[config.mk]
export PLATFORM = sky130hd
export DESIGN_NAME = cpu_top
export DESIGN_NICKNAME = d
export VERILOG_FILES = /design/src/hw/core_pkg.sv /design/src/hw/regs_file.sv /design/src/hw/decode_stage.sv /design/src/hw/dispatch_stage.sv /design/src/hw/exec_stage.sv /design/src/hw/wb_stage.sv /design/src/hw/cpu_top.sv
export SDC_FILE = /design/constraint.sdc
export NUM_CORES = 2
export LEC_CHECK = 0
export BUFFER_PORTS_ARGS = -buffer_cell sky130_fd_sc_hd__buf_4
export CORE_MARGIN = 2
export CORE_UTILIZATION = 39
export DETAILED_ROUTE_END_ITERATION = 8
export GPL_ROUTABILITY_DRIVEN = 1
export GPL_TIMING_DRIVEN = 0
export REMOVE_ABC_BUFFERS = 1
export SYNTH_ARGS = -nofsm -noshare
export SYNTH_HDL_FRONTEND = slang
export SYNTH_SLANG_ARGS = --single-unit
[constraint.sdc]
create_clock -name clk -period 5.21 [get_ports clk]
set_input_delay 0.521 -clock clk [delete_from_list [all_inputs] [get_ports clk]]
set_output_delay 0.521 -clock clk [all_outputs]
set_load 0.01 [all_outputs]
[src/hw/core_pkg.sv]
package core_pkg;

    ////////////////////////////////////////
    // Widths
    ////////////////////////////////////////
    localparam int XLEN       = 32;
    localparam int REG_ADDR_W = 5;
    localparam int REG_COUNT  = 32;
    localparam int IMM_W      = 12;
    localparam int WEN_W      = 4;

    ////////////////////////////////////////
    // Encodings
    ////////////////////////////////////////

    // Instruction bits 31..26
    // Any other code is a no-op
    typedef enum logic [5:0] {
        OP_ADD   = 6'h01,
        OP_SUB   = 6'h02,
        OP_AND   = 6'h03,
        OP_OR    = 6'h04,
        OP_XOR   = 6'h05,
        OP_SLT   = 6'h06,
        OP_SLTU  = 6'h07,
        OP_SLL   = 6'h08,
        OP_SRL   = 6'h09,
        OP_SRA   = 6'h0a,
        OP_ADDI  = 6'h10,
        OP_ANDI  = 6'h11,
        OP_ORI   = 6'h12,
        OP_LU12I = 6'h14
    } opcode_e;

    typedef enum logic [3:0] {
        ALU_ADD,
        ALU_SUB,
        ALU_AND,
        ALU_OR,
        ALU_XOR,
        ALU_SLT,
        ALU_SLTU,
        ALU_SLL,
        ALU_SRL,
        ALU_SRA,
        ALU_LU12I
    } alu_op_e;

    ////////////////////////////////////////
    // Stage payloads
    ////////////////////////////////////////
    typedef struct packed {
        logic                  valid;
        logic [XLEN-1:0]       pc;
        alu_op_e               alu_op;
        logic [REG_ADDR_W-1:0] rj;
        logic                  rj_read;
        logic [REG_ADDR_W-1:0] rk;
        logic                  rk_read;
        logic [XLEN-1:0]       imm;
        logic                  use_imm;
        logic [REG_ADDR_W-1:0] rd;
        logic                  reg_write;
    } decode_t;

    typedef struct packed {
        logic                  valid;
        logic [XLEN-1:0]       pc;
        alu_op_e               alu_op;
        logic [XLEN-1:0]       operand_a;
        logic [XLEN-1:0]       operand_b;
        logic [REG_ADDR_W-1:0] rd;
        logic                  reg_write;
    } dispatch_t;

    typedef struct packed {
        logic                  valid;
        logic [XLEN-1:0]       pc;
        logic [REG_ADDR_W-1:0] rd;
        logic                  reg_write;
        logic [XLEN-1:0]       data;
    } result_t;

    // Register file write and both forwarding buses
    typedef struct packed {
        logic                  en;
        logic [REG_ADDR_W-1:0] addr;
        logic [XLEN-1:0]       data;
    } reg_write_t;

endpackage

[src/hw/regs_file.sv]
`timescale 1ns/10ps

module regs_file (
    input  logic                            clk,
    input  logic                            arst_n_i,
    input  core_pkg::reg_write_t            write_i,
    input  logic [core_pkg::REG_ADDR_W-1:0] raddr_a_i,
    input  logic [core_pkg::REG_ADDR_W-1:0] raddr_b_i,
    output logic [core_pkg::XLEN-1:0]       rdata_a_o,
    output logic [core_pkg::XLEN-1:0]       rdata_b_o
);

    logic [core_pkg::XLEN-1:0] regs [core_pkg::REG_COUNT];

    // r0 is never written so it reads zero
    always_ff @(posedge clk or negedge arst_n_i) begin
        if (!arst_n_i) begin
            for (int i = 0; i < core_pkg::REG_COUNT; i++) begin
                regs[i] <= '0;
            end
        end else if (write_i.en && (write_i.addr != '0)) begin
            regs[write_i.addr] <= write_i.data;
        end
    end

    // Asynchronous read ports
    assign rdata_a_o = regs[raddr_a_i];
    assign rdata_b_o = regs[raddr_b_i];

endmodule

[src/hw/decode_stage.sv]
`timescale 1ns/10ps

module decode_stage (
    input  logic                     clk,
    input  logic                     arst_n_i,
    input  logic                     instr_valid_i,
    input  logic [core_pkg::XLEN-1:0] instr_i,
    input  logic [core_pkg::XLEN-1:0] pc_i,
    output core_pkg::decode_t        decode_o
);

    core_pkg::opcode_e            opcode;
    logic [core_pkg::IMM_W-1:0]   imm_field;
    logic                         known;
    core_pkg::decode_t            dec_d;

    assign opcode    = core_pkg::opcode_e'(instr_i[31:26]);
    assign imm_field = instr_i[21:10];

    ////////////////////////////////////////
    // Field extraction and opcode mapping
    ////////////////////////////////////////
    always_comb begin
        dec_d         = '0;
        known         = 1'b1;
        dec_d.valid   = instr_valid_i;
        dec_d.pc      = pc_i;
        dec_d.rd      = instr_i[4:0];
        dec_d.rj      = instr_i[9:5];
        dec_d.rk      = instr_i[14:10];
        dec_d.alu_op  = core_pkg::ALU_ADD;
        // Zero extension unless addi says otherwise
        dec_d.imm     = {{(core_pkg::XLEN - core_pkg::IMM_W){1'b0}}, imm_field};
        dec_d.use_imm = 1'b0;

        case (opcode)
            core_pkg::OP_ADD:  dec_d.alu_op = core_pkg::ALU_ADD;
            core_pkg::OP_SUB:  dec_d.alu_op = core_pkg::ALU_SUB;
            core_pkg::OP_AND:  dec_d.alu_op = core_pkg::ALU_AND;
            core_pkg::OP_OR:   dec_d.alu_op = core_pkg::ALU_OR;
            core_pkg::OP_XOR:  dec_d.alu_op = core_pkg::ALU_XOR;
            core_pkg::OP_SLT:  dec_d.alu_op = core_pkg::ALU_SLT;
            core_pkg::OP_SLTU: dec_d.alu_op = core_pkg::ALU_SLTU;
            core_pkg::OP_SLL:  dec_d.alu_op = core_pkg::ALU_SLL;
            core_pkg::OP_SRL:  dec_d.alu_op = core_pkg::ALU_SRL;
            core_pkg::OP_SRA:  dec_d.alu_op = core_pkg::ALU_SRA;
            core_pkg::OP_ADDI: begin
                dec_d.alu_op  = core_pkg::ALU_ADD;
                dec_d.use_imm = 1'b1;
                dec_d.imm     = {{(core_pkg::XLEN - core_pkg::IMM_W){imm_field[11]}},
                                 imm_field};
            end
            core_pkg::OP_ANDI: begin
                dec_d.alu_op  = core_pkg::ALU_AND;
                dec_d.use_imm = 1'b1;
            end
            core_pkg::OP_ORI: begin
                dec_d.alu_op  = core_pkg::ALU_OR;
                dec_d.use_imm = 1'b1;
            end
            core_pkg::OP_LU12I: begin
                dec_d.alu_op  = core_pkg::ALU_LU12I;
                dec_d.use_imm = 1'b1;
            end
            default: known = 1'b0;
        endcase

        // lu12i has no register source
        dec_d.rj_read   = known && (opcode != core_pkg::OP_LU12I);
        dec_d.rk_read   = known && !dec_d.use_imm;
        dec_d.reg_write = known && instr_valid_i;
    end

    always_ff @(posedge clk or negedge arst_n_i) begin
        if (!arst_n_i) begin
            decode_o <= '0;
        end else begin
            decode_o <= dec_d;
        end
    end

    a_dec_valid_known: assert property (
        @(posedge clk) disable iff (!arst_n_i) !$isunknown(decode_o.valid)
    );

endmodule

[src/hw/dispatch_stage.sv]
`timescale 1ns/10ps

module dispatch_stage (
    input  logic                            clk,
    input  logic                            arst_n_i,
    input  core_pkg::decode_t               decode_i,
    input  core_pkg::reg_write_t            ex_forward_i,
    input  core_pkg::reg_write_t            wb_forward_i,
    output logic [core_pkg::REG_ADDR_W-1:0] raddr_a_o,
    output logic [core_pkg::REG_ADDR_W-1:0] raddr_b_o,
    input  logic [core_pkg::XLEN-1:0]       rdata_a_i,
    input  logic [core_pkg::XLEN-1:0]       rdata_b_i,
    output core_pkg::dispatch_t             dispatch_o
);

    core_pkg::dispatch_t       disp_q;
    logic                      late_a_q;
    logic                      late_b_q;
    logic                      hit_a;
    logic                      hit_b;
    logic [core_pkg::XLEN-1:0] src_a;
    logic [core_pkg::XLEN-1:0] src_b;

    // Newest copy of a source from execute, writeback or register file
    function automatic logic [core_pkg::XLEN-1:0] pick_src(
        input logic [core_pkg::REG_ADDR_W-1:0] addr,
        input logic [core_pkg::XLEN-1:0]       rf_data,
        input core_pkg::reg_write_t            ex_fwd,
        input core_pkg::reg_write_t            wb_fwd
    );
        if (addr == '0) begin
            return '0;
        end else if (ex_fwd.en && (ex_fwd.addr == addr)) begin
            return ex_fwd.data;
        end else if (wb_fwd.en && (wb_fwd.addr == addr)) begin
            return wb_fwd.data;
        end
        return rf_data;
    endfunction

    assign raddr_a_o = decode_i.rj;
    assign raddr_b_o = decode_i.rk;

    assign src_a = decode_i.rj_read ?
                   pick_src(decode_i.rj, rdata_a_i, ex_forward_i, wb_forward_i) : '0;
    assign src_b = decode_i.use_imm ? decode_i.imm :
                   decode_i.rk_read ?
                   pick_src(decode_i.rk, rdata_b_i, ex_forward_i, wb_forward_i) : '0;

    // Producer one slot ahead lands in execute next cycle
    assign hit_a = disp_q.valid && disp_q.reg_write && decode_i.rj_read &&
                   (decode_i.rj != '0) && (decode_i.rj == disp_q.rd);
    assign hit_b = disp_q.valid && disp_q.reg_write && decode_i.rk_read &&
                   !decode_i.use_imm && (decode_i.rk != '0) && (decode_i.rk == disp_q.rd);

    ////////////////////////////////////////
    // Dispatch register
    ////////////////////////////////////////
    always_ff @(posedge clk or negedge arst_n_i) begin
        if (!arst_n_i) begin
            disp_q   <= '0;
            late_a_q <= 1'b0;
            late_b_q <= 1'b0;
        end else begin
            disp_q.valid     <= decode_i.valid;
            disp_q.pc        <= decode_i.pc;
            disp_q.alu_op    <= decode_i.alu_op;
            disp_q.operand_a <= src_a;
            disp_q.operand_b <= src_b;
            disp_q.rd        <= decode_i.rd;
            disp_q.reg_write <= decode_i.reg_write;
            late_a_q         <= hit_a;
            late_b_q         <= hit_b;
        end
    end

    // Back-to-back dependency picks up the execute result register here
    always_comb begin
        dispatch_o = disp_q;
        if (late_a_q) begin
            dispatch_o.operand_a = ex_forward_i.data;
        end
        if (late_b_q) begin
            dispatch_o.operand_b = ex_forward_i.data;
        end
    end

endmodule

[src/hw/exec_stage.sv]
`timescale 1ns/10ps

module exec_stage (
    input  logic                 clk,
    input  logic                 arst_n_i,
    input  core_pkg::dispatch_t  dispatch_i,
    output core_pkg::result_t    result_o,
    output core_pkg::reg_write_t ex_forward_o
);

    logic [core_pkg::XLEN-1:0] op_a;
    logic [core_pkg::XLEN-1:0] op_b;
    logic [4:0]                shamt;
    logic [core_pkg::XLEN-1:0] alu_res;

    assign op_a  = dispatch_i.operand_a;
    assign op_b  = dispatch_i.operand_b;
    // Low five bits of B for a 32-bit shift
    assign shamt = op_b[4:0];

    ////////////////////////////////////////
    // ALU
    ////////////////////////////////////////
    always_comb begin
        alu_res = '0;
        case (dispatch_i.alu_op)
            core_pkg::ALU_ADD:  alu_res = op_a + op_b;
            core_pkg::ALU_SUB:  alu_res = op_a - op_b;
            core_pkg::ALU_AND:  alu_res = op_a & op_b;
            core_pkg::ALU_OR:   alu_res = op_a | op_b;
            core_pkg::ALU_XOR:  alu_res = op_a ^ op_b;
            core_pkg::ALU_SLT:  alu_res[0] = $signed(op_a) < $signed(op_b);
            core_pkg::ALU_SLTU: alu_res[0] = op_a < op_b;
            core_pkg::ALU_SLL:  alu_res = op_a << shamt;
            core_pkg::ALU_SRL:  alu_res = op_a >> shamt;
            core_pkg::ALU_SRA:  alu_res = $unsigned($signed(op_a) >>> shamt);
            core_pkg::ALU_LU12I: begin
                alu_res = {op_b[core_pkg::IMM_W-1:0],
                           {(core_pkg::XLEN - core_pkg::IMM_W){1'b0}}};
            end
            default: alu_res = op_a + op_b;
        endcase
    end

    always_ff @(posedge clk or negedge arst_n_i) begin
        if (!arst_n_i) begin
            result_o <= '0;
        end else begin
            result_o.valid     <= dispatch_i.valid;
            result_o.pc        <= dispatch_i.pc;
            result_o.rd        <= dispatch_i.rd;
            result_o.reg_write <= dispatch_i.reg_write;
            result_o.data      <= alu_res;
        end
    end

    // Forward straight from the result register
    assign ex_forward_o.en   = result_o.valid && result_o.reg_write;
    assign ex_forward_o.addr = result_o.rd;
    assign ex_forward_o.data = result_o.data;

    a_ex_valid_follows_input: assert property (
        @(posedge clk) disable iff (!arst_n_i) result_o.valid |-> $past(dispatch_i.valid)
    );

endmodule

[src/hw/wb_stage.sv]
`timescale 1ns/10ps

module wb_stage (
    input  logic                            clk,
    input  logic                            arst_n_i,
    input  core_pkg::result_t               result_i,
    output core_pkg::reg_write_t            rf_write_o,
    output core_pkg::reg_write_t            wb_forward_o,
    output logic [core_pkg::XLEN-1:0]       debug_wb_pc_o,
    output logic [core_pkg::WEN_W-1:0]      debug_wb_rf_wen_o,
    output logic [core_pkg::REG_ADDR_W-1:0] debug_wb_rf_wnum_o,
    output logic [core_pkg::XLEN-1:0]       debug_wb_rf_wdata_o
);

    core_pkg::reg_write_t      commit_q;
    logic [core_pkg::XLEN-1:0] pc_q;

    ////////////////////////////////////////
    // Commit register
    ////////////////////////////////////////
    always_ff @(posedge clk or negedge arst_n_i) begin
        if (!arst_n_i) begin
            commit_q <= '0;
            pc_q     <= '0;
        end else begin
            // Writes to r0 are dropped here
            commit_q.en   <= result_i.valid && result_i.reg_write && (result_i.rd != '0);
            commit_q.addr <= result_i.rd;
            commit_q.data <= result_i.data;
            pc_q          <= result_i.pc;
        end
    end

    assign rf_write_o   = commit_q;
    assign wb_forward_o = commit_q;

    // Single commit lane drives only bit 0 of the mask
    assign debug_wb_pc_o       = pc_q;
    assign debug_wb_rf_wen_o   = {{(core_pkg::WEN_W - 1){1'b0}}, commit_q.en};
    assign debug_wb_rf_wnum_o  = commit_q.addr;
    assign debug_wb_rf_wdata_o = commit_q.data;

    a_wb_wen_mask: assert property (
        @(posedge clk) disable iff (!arst_n_i)
        (debug_wb_rf_wen_o[core_pkg::WEN_W-1:1] == '0) &&
        (debug_wb_rf_wen_o[0] -> (debug_wb_rf_wnum_o != '0))
    );

endmodule

[src/hw/cpu_top.sv]
`timescale 1ns/10ps

module cpu_top (
    input  logic                            clk,
    input  logic                            arst_n_i,
    input  logic                            instr_valid_i,
    input  logic [core_pkg::XLEN-1:0]       instr_i,
    input  logic [core_pkg::XLEN-1:0]       pc_i,
    output logic [core_pkg::XLEN-1:0]       debug_wb_pc_o,
    output logic [core_pkg::WEN_W-1:0]      debug_wb_rf_wen_o,
    output logic [core_pkg::REG_ADDR_W-1:0] debug_wb_rf_wnum_o,
    output logic [core_pkg::XLEN-1:0]       debug_wb_rf_wdata_o
);

    // Stage to stage
    core_pkg::decode_t   dec_disp;
    core_pkg::dispatch_t disp_ex;
    core_pkg::result_t   ex_wb;

    // Register file and forwarding
    core_pkg::reg_write_t            rf_write;
    core_pkg::reg_write_t            ex_forward;
    core_pkg::reg_write_t            wb_forward;
    logic [core_pkg::REG_ADDR_W-1:0] raddr_a;
    logic [core_pkg::REG_ADDR_W-1:0] raddr_b;
    logic [core_pkg::XLEN-1:0]       rdata_a;
    logic [core_pkg::XLEN-1:0]       rdata_b;

    decode_stage u_decode (
        .clk          (clk),
        .arst_n_i     (arst_n_i),
        .instr_valid_i(instr_valid_i),
        .instr_i      (instr_i),
        .pc_i         (pc_i),
        .decode_o     (dec_disp)
    );

    dispatch_stage u_dispatch (
        .clk         (clk),
        .arst_n_i    (arst_n_i),
        .decode_i    (dec_disp),
        .ex_forward_i(ex_forward),
        .wb_forward_i(wb_forward),
        .raddr_a_o   (raddr_a),
        .raddr_b_o   (raddr_b),
        .rdata_a_i   (rdata_a),
        .rdata_b_i   (rdata_b),
        .dispatch_o  (disp_ex)
    );

    exec_stage u_exec (
        .clk         (clk),
        .arst_n_i    (arst_n_i),
        .dispatch_i  (disp_ex),
        .result_o    (ex_wb),
        .ex_forward_o(ex_forward)
    );

    wb_stage u_wb (
        .clk                (clk),
        .arst_n_i           (arst_n_i),
        .result_i           (ex_wb),
        .rf_write_o         (rf_write),
        .wb_forward_o       (wb_forward),
        .debug_wb_pc_o      (debug_wb_pc_o),
        .debug_wb_rf_wen_o  (debug_wb_rf_wen_o),
        .debug_wb_rf_wnum_o (debug_wb_rf_wnum_o),
        .debug_wb_rf_wdata_o(debug_wb_rf_wdata_o)
    );

    regs_file u_regfile (
        .clk      (clk),
        .arst_n_i (arst_n_i),
        .write_i  (rf_write),
        .raddr_a_i(raddr_a),
        .raddr_b_i(raddr_b),
        .rdata_a_o(rdata_a),
        .rdata_b_o(rdata_b)
    );

endmodule

# Word-level counts from Yosys, hierarchy flattened
# Cells that the tools add are included.
dict set report word_totals {
  inputBits 67
  ff_bits 1362
  elab_cells 175
}
dict set report classes {
  magnitude_cmp 6
  muxes 34
  shifts 3
  n_bitwise 6
  eq_ne 31
  add_sub_neg 2
  reduce_logical 32
}
# cell count
set op_table {}
lappend op_table {{$bwmux 1024} 1}
lappend op_table {{$mux 32} 19}
lappend op_table {{$bmux 32 s5} 2}
lappend op_table {{$pmux 31 s9} 1}
lappend op_table {{$demux 32 s5} 1}
lappend op_table {{$lt 32x32->1} 2}
lappend op_table {{$pmux 4 s10} 1}
lappend op_table {{$add 32x32->32} 1}
lappend op_table {{$and 32x32->32} 1}
lappend op_table {{$or 32x32->32} 1}
lappend op_table {{$shl 32x5->32} 1}
lappend op_table {{$shr 32x5->32} 1}
lappend op_table {{$sshr 32x5->32} 1}
lappend op_table {{$sub 32x32->32} 1}
lappend op_table {{$xor 32x32->32} 1}
lappend op_table {{$eq 5x5->1} 6}
lappend op_table {{$eq 6x3->1 const B} 4}
lappend op_table {{$eq 6x5->1 const B} 4}
lappend op_table {{$reduce_bool 5->1} 4}
lappend op_table {{$logic_and 1x1->1} 19}
lappend op_table {{$eq 6x4->1 const B} 3}
lappend op_table {{$ge 6x6->1 const B} 3}
lappend op_table {{$not 5->6} 3}
lappend op_table {{$eq 4x3->1 const B} 4}
lappend op_table {{other kinds (14)} 29}

# Longest topological paths before layout
dict set report depth {
  ltp_word 8
  depth_mapped 19
  ltp_nobuf 14
}

# Modules after synthesis
# Synthesis repeated with hierarchy kept, for this count alone.
dict set report hier_totals {
  hier_cells 6868
  hier_area_um2 77814.6
}
# module cells_each n_inst seq_area_each_um2 area_per_inst_um2
set by_module_without_submodules {}
lappend by_module_without_submodules {regs_file 4601 1 25624.6 55942.4}
lappend by_module_without_submodules {exec_stage 1365 1 1776.7 11121.9}
lappend by_module_without_submodules {dispatch_stage 619 1 2727.6 6323.6}
lappend by_module_without_submodules {wb_stage 152 1 1751.7 2364.8}
lappend by_module_without_submodules {decode_stage 131 1 1601.5 2062.0}

# Worst setup path after synthesis
# OpenSTA, ideal clock, no wires.
dict set report synth_timing {
  kind {flip-flop to flip-flop}
  start {register u_dispatch.late_b_q}
  end {register u_exec.result_o, in the netlist u_exec.ex_forward_o[30]}
  setup_slack_ps 691
  path_buffers 5
  stages_incl_launch_ff 19
  arrival_time_ps 4380
  t_required_ps 5071
  cell_sequence {dfrtp_1 > buf_4 > mux2i_4 > inv_2 > buf_4 > buf_2 > buf_2 > buf_2 > ha_1 > inv_1 > fa_1 > nor2b_1 > o2111a_1 > nor4_1 > nor4_1 > o31ai_1 > o41ai_1 > o21ai_0 > or4_1}
}
dict set report synth_between {
  elab_chain_len 3
  word_cells_on_any_way 10
}
# item line
set synth_lines {}
lappend synth_lines {{start: declaration} dispatch_stage.sv:18} ;# logic late_b_q;
lappend synth_lines {{start signal: assignment} dispatch_stage.sv:73} ;# late_b_q <= hit_b;
lappend synth_lines {{$mux 32 (*)} dispatch_stage.sv:83} ;# if (late_b_q) begin
lappend synth_lines {{$add 32x32->32, or another cell as far along} {exec_stage.sv:27, exec_stage.sv:41}}
lappend synth_lines {{$pmux 31 s9 (*)} exec_stage.sv:26} ;# case (dispatch_i.alu_op)
lappend synth_lines {{net u_exec.alu_res, one bit} exec_stage.sv:14} ;# logic [core_pkg::XLEN-1:0] alu_res;
lappend synth_lines {{end: declaration} exec_stage.sv:7} ;# output core_pkg::result_t result_o,
# Mark *: on every way through the listed nets, which the timed path passes. The rest lies on a longest branch.
# A chain may end at the register's enable or synchronous reset.

# Worst setup path in the final report
dict set report layout_timing {
  start {register u_dispatch.late_a_q}
  end {register u_exec.result_o, in the netlist u_exec.ex_forward_o[30]}
}
dict set report layout_between {
  elab_chain_len 3
  word_cells_on_any_way 10
}
# item line
set layout_lines {}
lappend layout_lines {{start: declaration} dispatch_stage.sv:17} ;# logic late_a_q;
lappend layout_lines {{start signal: assignment} dispatch_stage.sv:72} ;# late_a_q <= hit_a;
lappend layout_lines {{$mux 32 (*)} dispatch_stage.sv:80} ;# if (late_a_q) begin
lappend layout_lines {{$add 32x32->32, or another cell as far along} {exec_stage.sv:27, exec_stage.sv:41}}
lappend layout_lines {{$pmux 31 s9 (*)} exec_stage.sv:26}
lappend layout_lines {{net u_exec.alu_res, one bit} exec_stage.sv:14}
# Marked as above.

==> results.ini <==
[run]
drv_cap=0

[min_path]
hold_path.class=in -> async

[synth]
synth-compound-area-share=0.0548
syn_area_sq_um=73500
synth.area.mux_share=0.396
synthXorXnorAreaFrac=0.00417
yosysWarnings=0
ys_ff_latch=1338
async_flop_share=1.00
synthAdderAreaFrac=0.0171
yosysUniqueCellTypes=89
synth_area_per_cell_sq_um=13.9
syn_inst=5291
synth_top_family_by_area=multiplexers
ys_seq_area_frac=0.456
yosys.area_share.simple=0.0371
synth_edf_count=0
synthFlopType=dfrtp_1

[die]
row_count=159
initial_core_util=0.392
die-height_microns=438
top_level_ports=140
die_area_sq_um=192000
die_w_microns=438
core_area_sq_um=187000

[pwr]
p_sw_mw=5.89
power_frac_seq=0.464
pwr-share-comb=0.068
ir_worst_vdd_uv=296
pwr-share-clk=0.468
leakagePower_nw=38.1
power.internal_mw=17.7
p_sw_frac=0.250
powerDensity_nw_per_um2=279

[sta]
worst_pin_slew_ns=1.37
maxSlewViolCount=0
finalCritPeriodShare=0.975
fin_worst_skew_ns=0.0301
setup_ws_ns=0.128
fmax_mhz=197
hold_ws_ns=0.248
rsz0062_at_grt=no
finalHoldViolations=0
layout_min_cycle_time_ns=5.08
relSlewSlack=0.0834
finalSetupViolations=0

[global_route]
grt_max_degree=179
grt_use_total=0.245
grt_antenna_before_repair=6
grt_pass1_vias=50000
grt_pass1_wl_microns=349000
gr-total-overflow=0

[finish]
syn_to_final_growth_pct=14.9
final_cell_mix=dfrtp_1 (1,326), mux2_2 (1,008), mux4_2 (651)
final-instance-count-excl-fill=7863
final_area_sq_um=84400
drive_gt1_frac=0.429
final_common_cell=dfrtp_1
nFillCells=16700
num-nets-final=5406

[route]
wl_per_cell_microns=29.8
firstDrtPassIters=6
first_iter_violations=4687
wl_microns=234000
drc=0
viasPerCell=6.15
vias=48400
ant_nets=0

[clocking]
cts-root-buf=clkbuf_16
worst_skew_pair.late_latency_ns=0.84
cts_tree=yes
cts_buffer_depth=3
clkTransAtPathRegs_ns=0.06
htree_levels=4
cts_buffers=154
cts.sinks=1338

[critical_path]
rrSetupSlack_ns=0.13
crit_type=reg -> reg
r2r_end=u_exec.ex_forward_o[30]$_DFF_PN0_
crit_top_cell=mux2i_1
crit_chain=buf_12 > mux2i_1 > inv_1 > mux2i_1 > mux2i_1 > o21ai_0 > o2111ai_1 > a21oi_1 > nand4_1 > or4_1
ff2ff_path_depth=10
critPathArrivalTime_ns=5.76
end_kind=flop
cp_slowest_stage_delay_ns=1.09
cp_slowest_cell=mux2i_1
startpoint_type=flop
r2r_start=u_dispatch.late_a_q$_DFF_PN0_
worstPathRequired_ns=5.88
crit_fanout=19

[place]
pre_cts_ws_ns=-1.34
dpl.hpwl_microns=154000
post_dp_cell_area_sq_um=78500
io_buffers=132
place_congestion=0.976
dp.cells=7514

[run_status]
outcome=complete, no violations

## registers in the layout, summed over array words and instances, names as in the netlist
register,cells
u_regfile.regs,1024
u_decode.decode_o,64
u_dispatch.disp_q,64
u_dispatch.dispatch_o,43
u_exec.ex_forward_o,37
u_exec.result_o,34
u_wb.debug_wb_pc_o,32
u_wb.debug_wb_rf_wdata_o,32
u_wb.debug_wb_rf_wnum_o,5
u_dispatch.late_a_q,1
u_dispatch.late_b_q,1
u_wb.debug_wb_rf_wen_o,1
## cell usage after synthesis (6+ instances only)
cell type  number  area, sq um
nor3_1         37          185
nand2_1       229          860
dfrtp_1      1338        33500
mux2i_2        15          206
a221o_1         7         70.1
and3_1          8         50.1
inv_1          85          319
or4_1           6         45.0
xor2_1         13          114
buf_1         140          526
buf_2          31          155
nor4_1         16          100
xnor2_1        22          193
mux2i_1       258         2580
mux2_2       1009        11400
inv_2          10         37.5
o22ai_1        28          175
a31oi_1        25          156
a22oi_1        11         82.6
a211oi_1       26          195
o211ai_1       34          255
o2111ai_1      17          149
nand2b_1       17          106
nor2b_1        17          106
mux4_2        651        14700
a21oi_1       140          701
a221oi_1       26          228
nor2_1        183          687
mux2i_4        10          225
nor3b_1         6         45.0
clkbuf_1      347         1300
o21bai_1       16          120
or3_1          14         87.6
and2_1          6         37.5
o31ai_1        10         75.1
o221ai_1       10         87.6
buf_4          10         75.1
a32oi_1         6         52.6
nand4_1        14         87.6
o21ai_0       190          951
a21o_1         17          128
nand3_1        31          155
ha_1           97         1210
## worst max-delay path by stage
| stage | startpoint | to | slack [ns] |
|---|---|---|---|
| 2_1_floorplan | u_decode.decode_o[40]$_DFF_PN0_ | u_dispatch.disp_q[8]$_DFF_PN0_ | -6.38 |
| 5_1_grt | u_dispatch.late_b_q$_DFF_PN0_ | u_exec.ex_forward_o[30]$_DFF_PN0_ | 0.005 |
| 6_report | u_dispatch.late_a_q$_DFF_PN0_ | u_exec.ex_forward_o[30]$_DFF_PN0_ | 0.13 |
| 4_1_cts | u_dispatch.late_b_q$_DFF_PN0_ | u_exec.ex_forward_o[27]$_DFF_PN0_ | 0.02 |
| 3_3_place_gp | u_decode.decode_o[40]$_DFF_PN0_ | u_dispatch.disp_q[13]$_DFF_PN0_ | -13.48 |
| 3_5_place_dp | u_dispatch.late_b_q$_DFF_PN0_ | u_exec.ex_forward_o[30]$_DFF_PN0_ | -1.34 |
## layout make-up
cell class              count  area [sq um]  share of cell area
diodes                      1          2.50           0.0000296
clock buffers             215          4350              0.0515
clock inverters            68           841             0.00996
inverters                  99           395             0.00468
multi-input cells        3320         37900               0.449
flip-flops and latches   1338         33500               0.397
well taps                2495          3120              0.0370
repair buffers            327          4330              0.0513
## worst max-delay path: cells and delay by family, from the launching register on
family | cells | cell delay, ns
mux | 3 | 1.64
compound gates | 3 | 1.05
simple gates | 2 | 0.81
flops | 1 | 0.68
buf+inv | 2 | 0.67
## metrics by stage
stage               utilization  total power [mW]  setup TNS, ns
floorplan                     -              11.9        -478.28
CTS                       0.450              23.9              0
global placement          0.402              12.7              -
detailed placement        0.419              12.7          -9.93
finish                    0.451              23.6              0
global route              0.451              24.4              0
## layer usage
layer | GRT usage | vias up | routed length (microns) | part of all wire
met3 | 0.0412 | 453 | 15400 | 0.066
met5 | 0 | - | 0 | 0
li1 | - | 20000 | - | -
met1 | 0.340 | 26000 | 99000 | 0.42
met2 | 0.387 | 1857 | 110000 | 0.47
met4 | 0.0947 | 0 | 9720 | 0.041
## power by group through the flow
stage	sequential [mW]	clock, mW	combinational, mW
after global placement	11.4	0	1.34
final	10.9	11.0	1.60
after global routing	11.0	11.8	1.72
after CTS	10.9	11.3	1.62
after floorplan	11.1	0	0.741
after detailed placement	11.1	0	1.57
## cell families (layout without fill, tap and decap cells)
group                    after synthesis  in the layout
buffers and inverters                635            709
XOR/XNOR                              35             35
multiplexers                        1947           1947
AND/OR/NAND/NOR                      606            606
flip-flops                          1338           1338
adder cells (fa/ha/maj)               99             99
AO/OA/AOI/OAI                        630            630
other                                  1              4
## what timing repair did
action	in CTS	in global routing
endpoints found under the hold margin	152	0
pin swaps	1	1
endpoints found under the setup margin	20	8
buffers inserted	0	1
gates resized for setup	15	10
hold buffers	64	0
(Power assumes the default switching activity.)
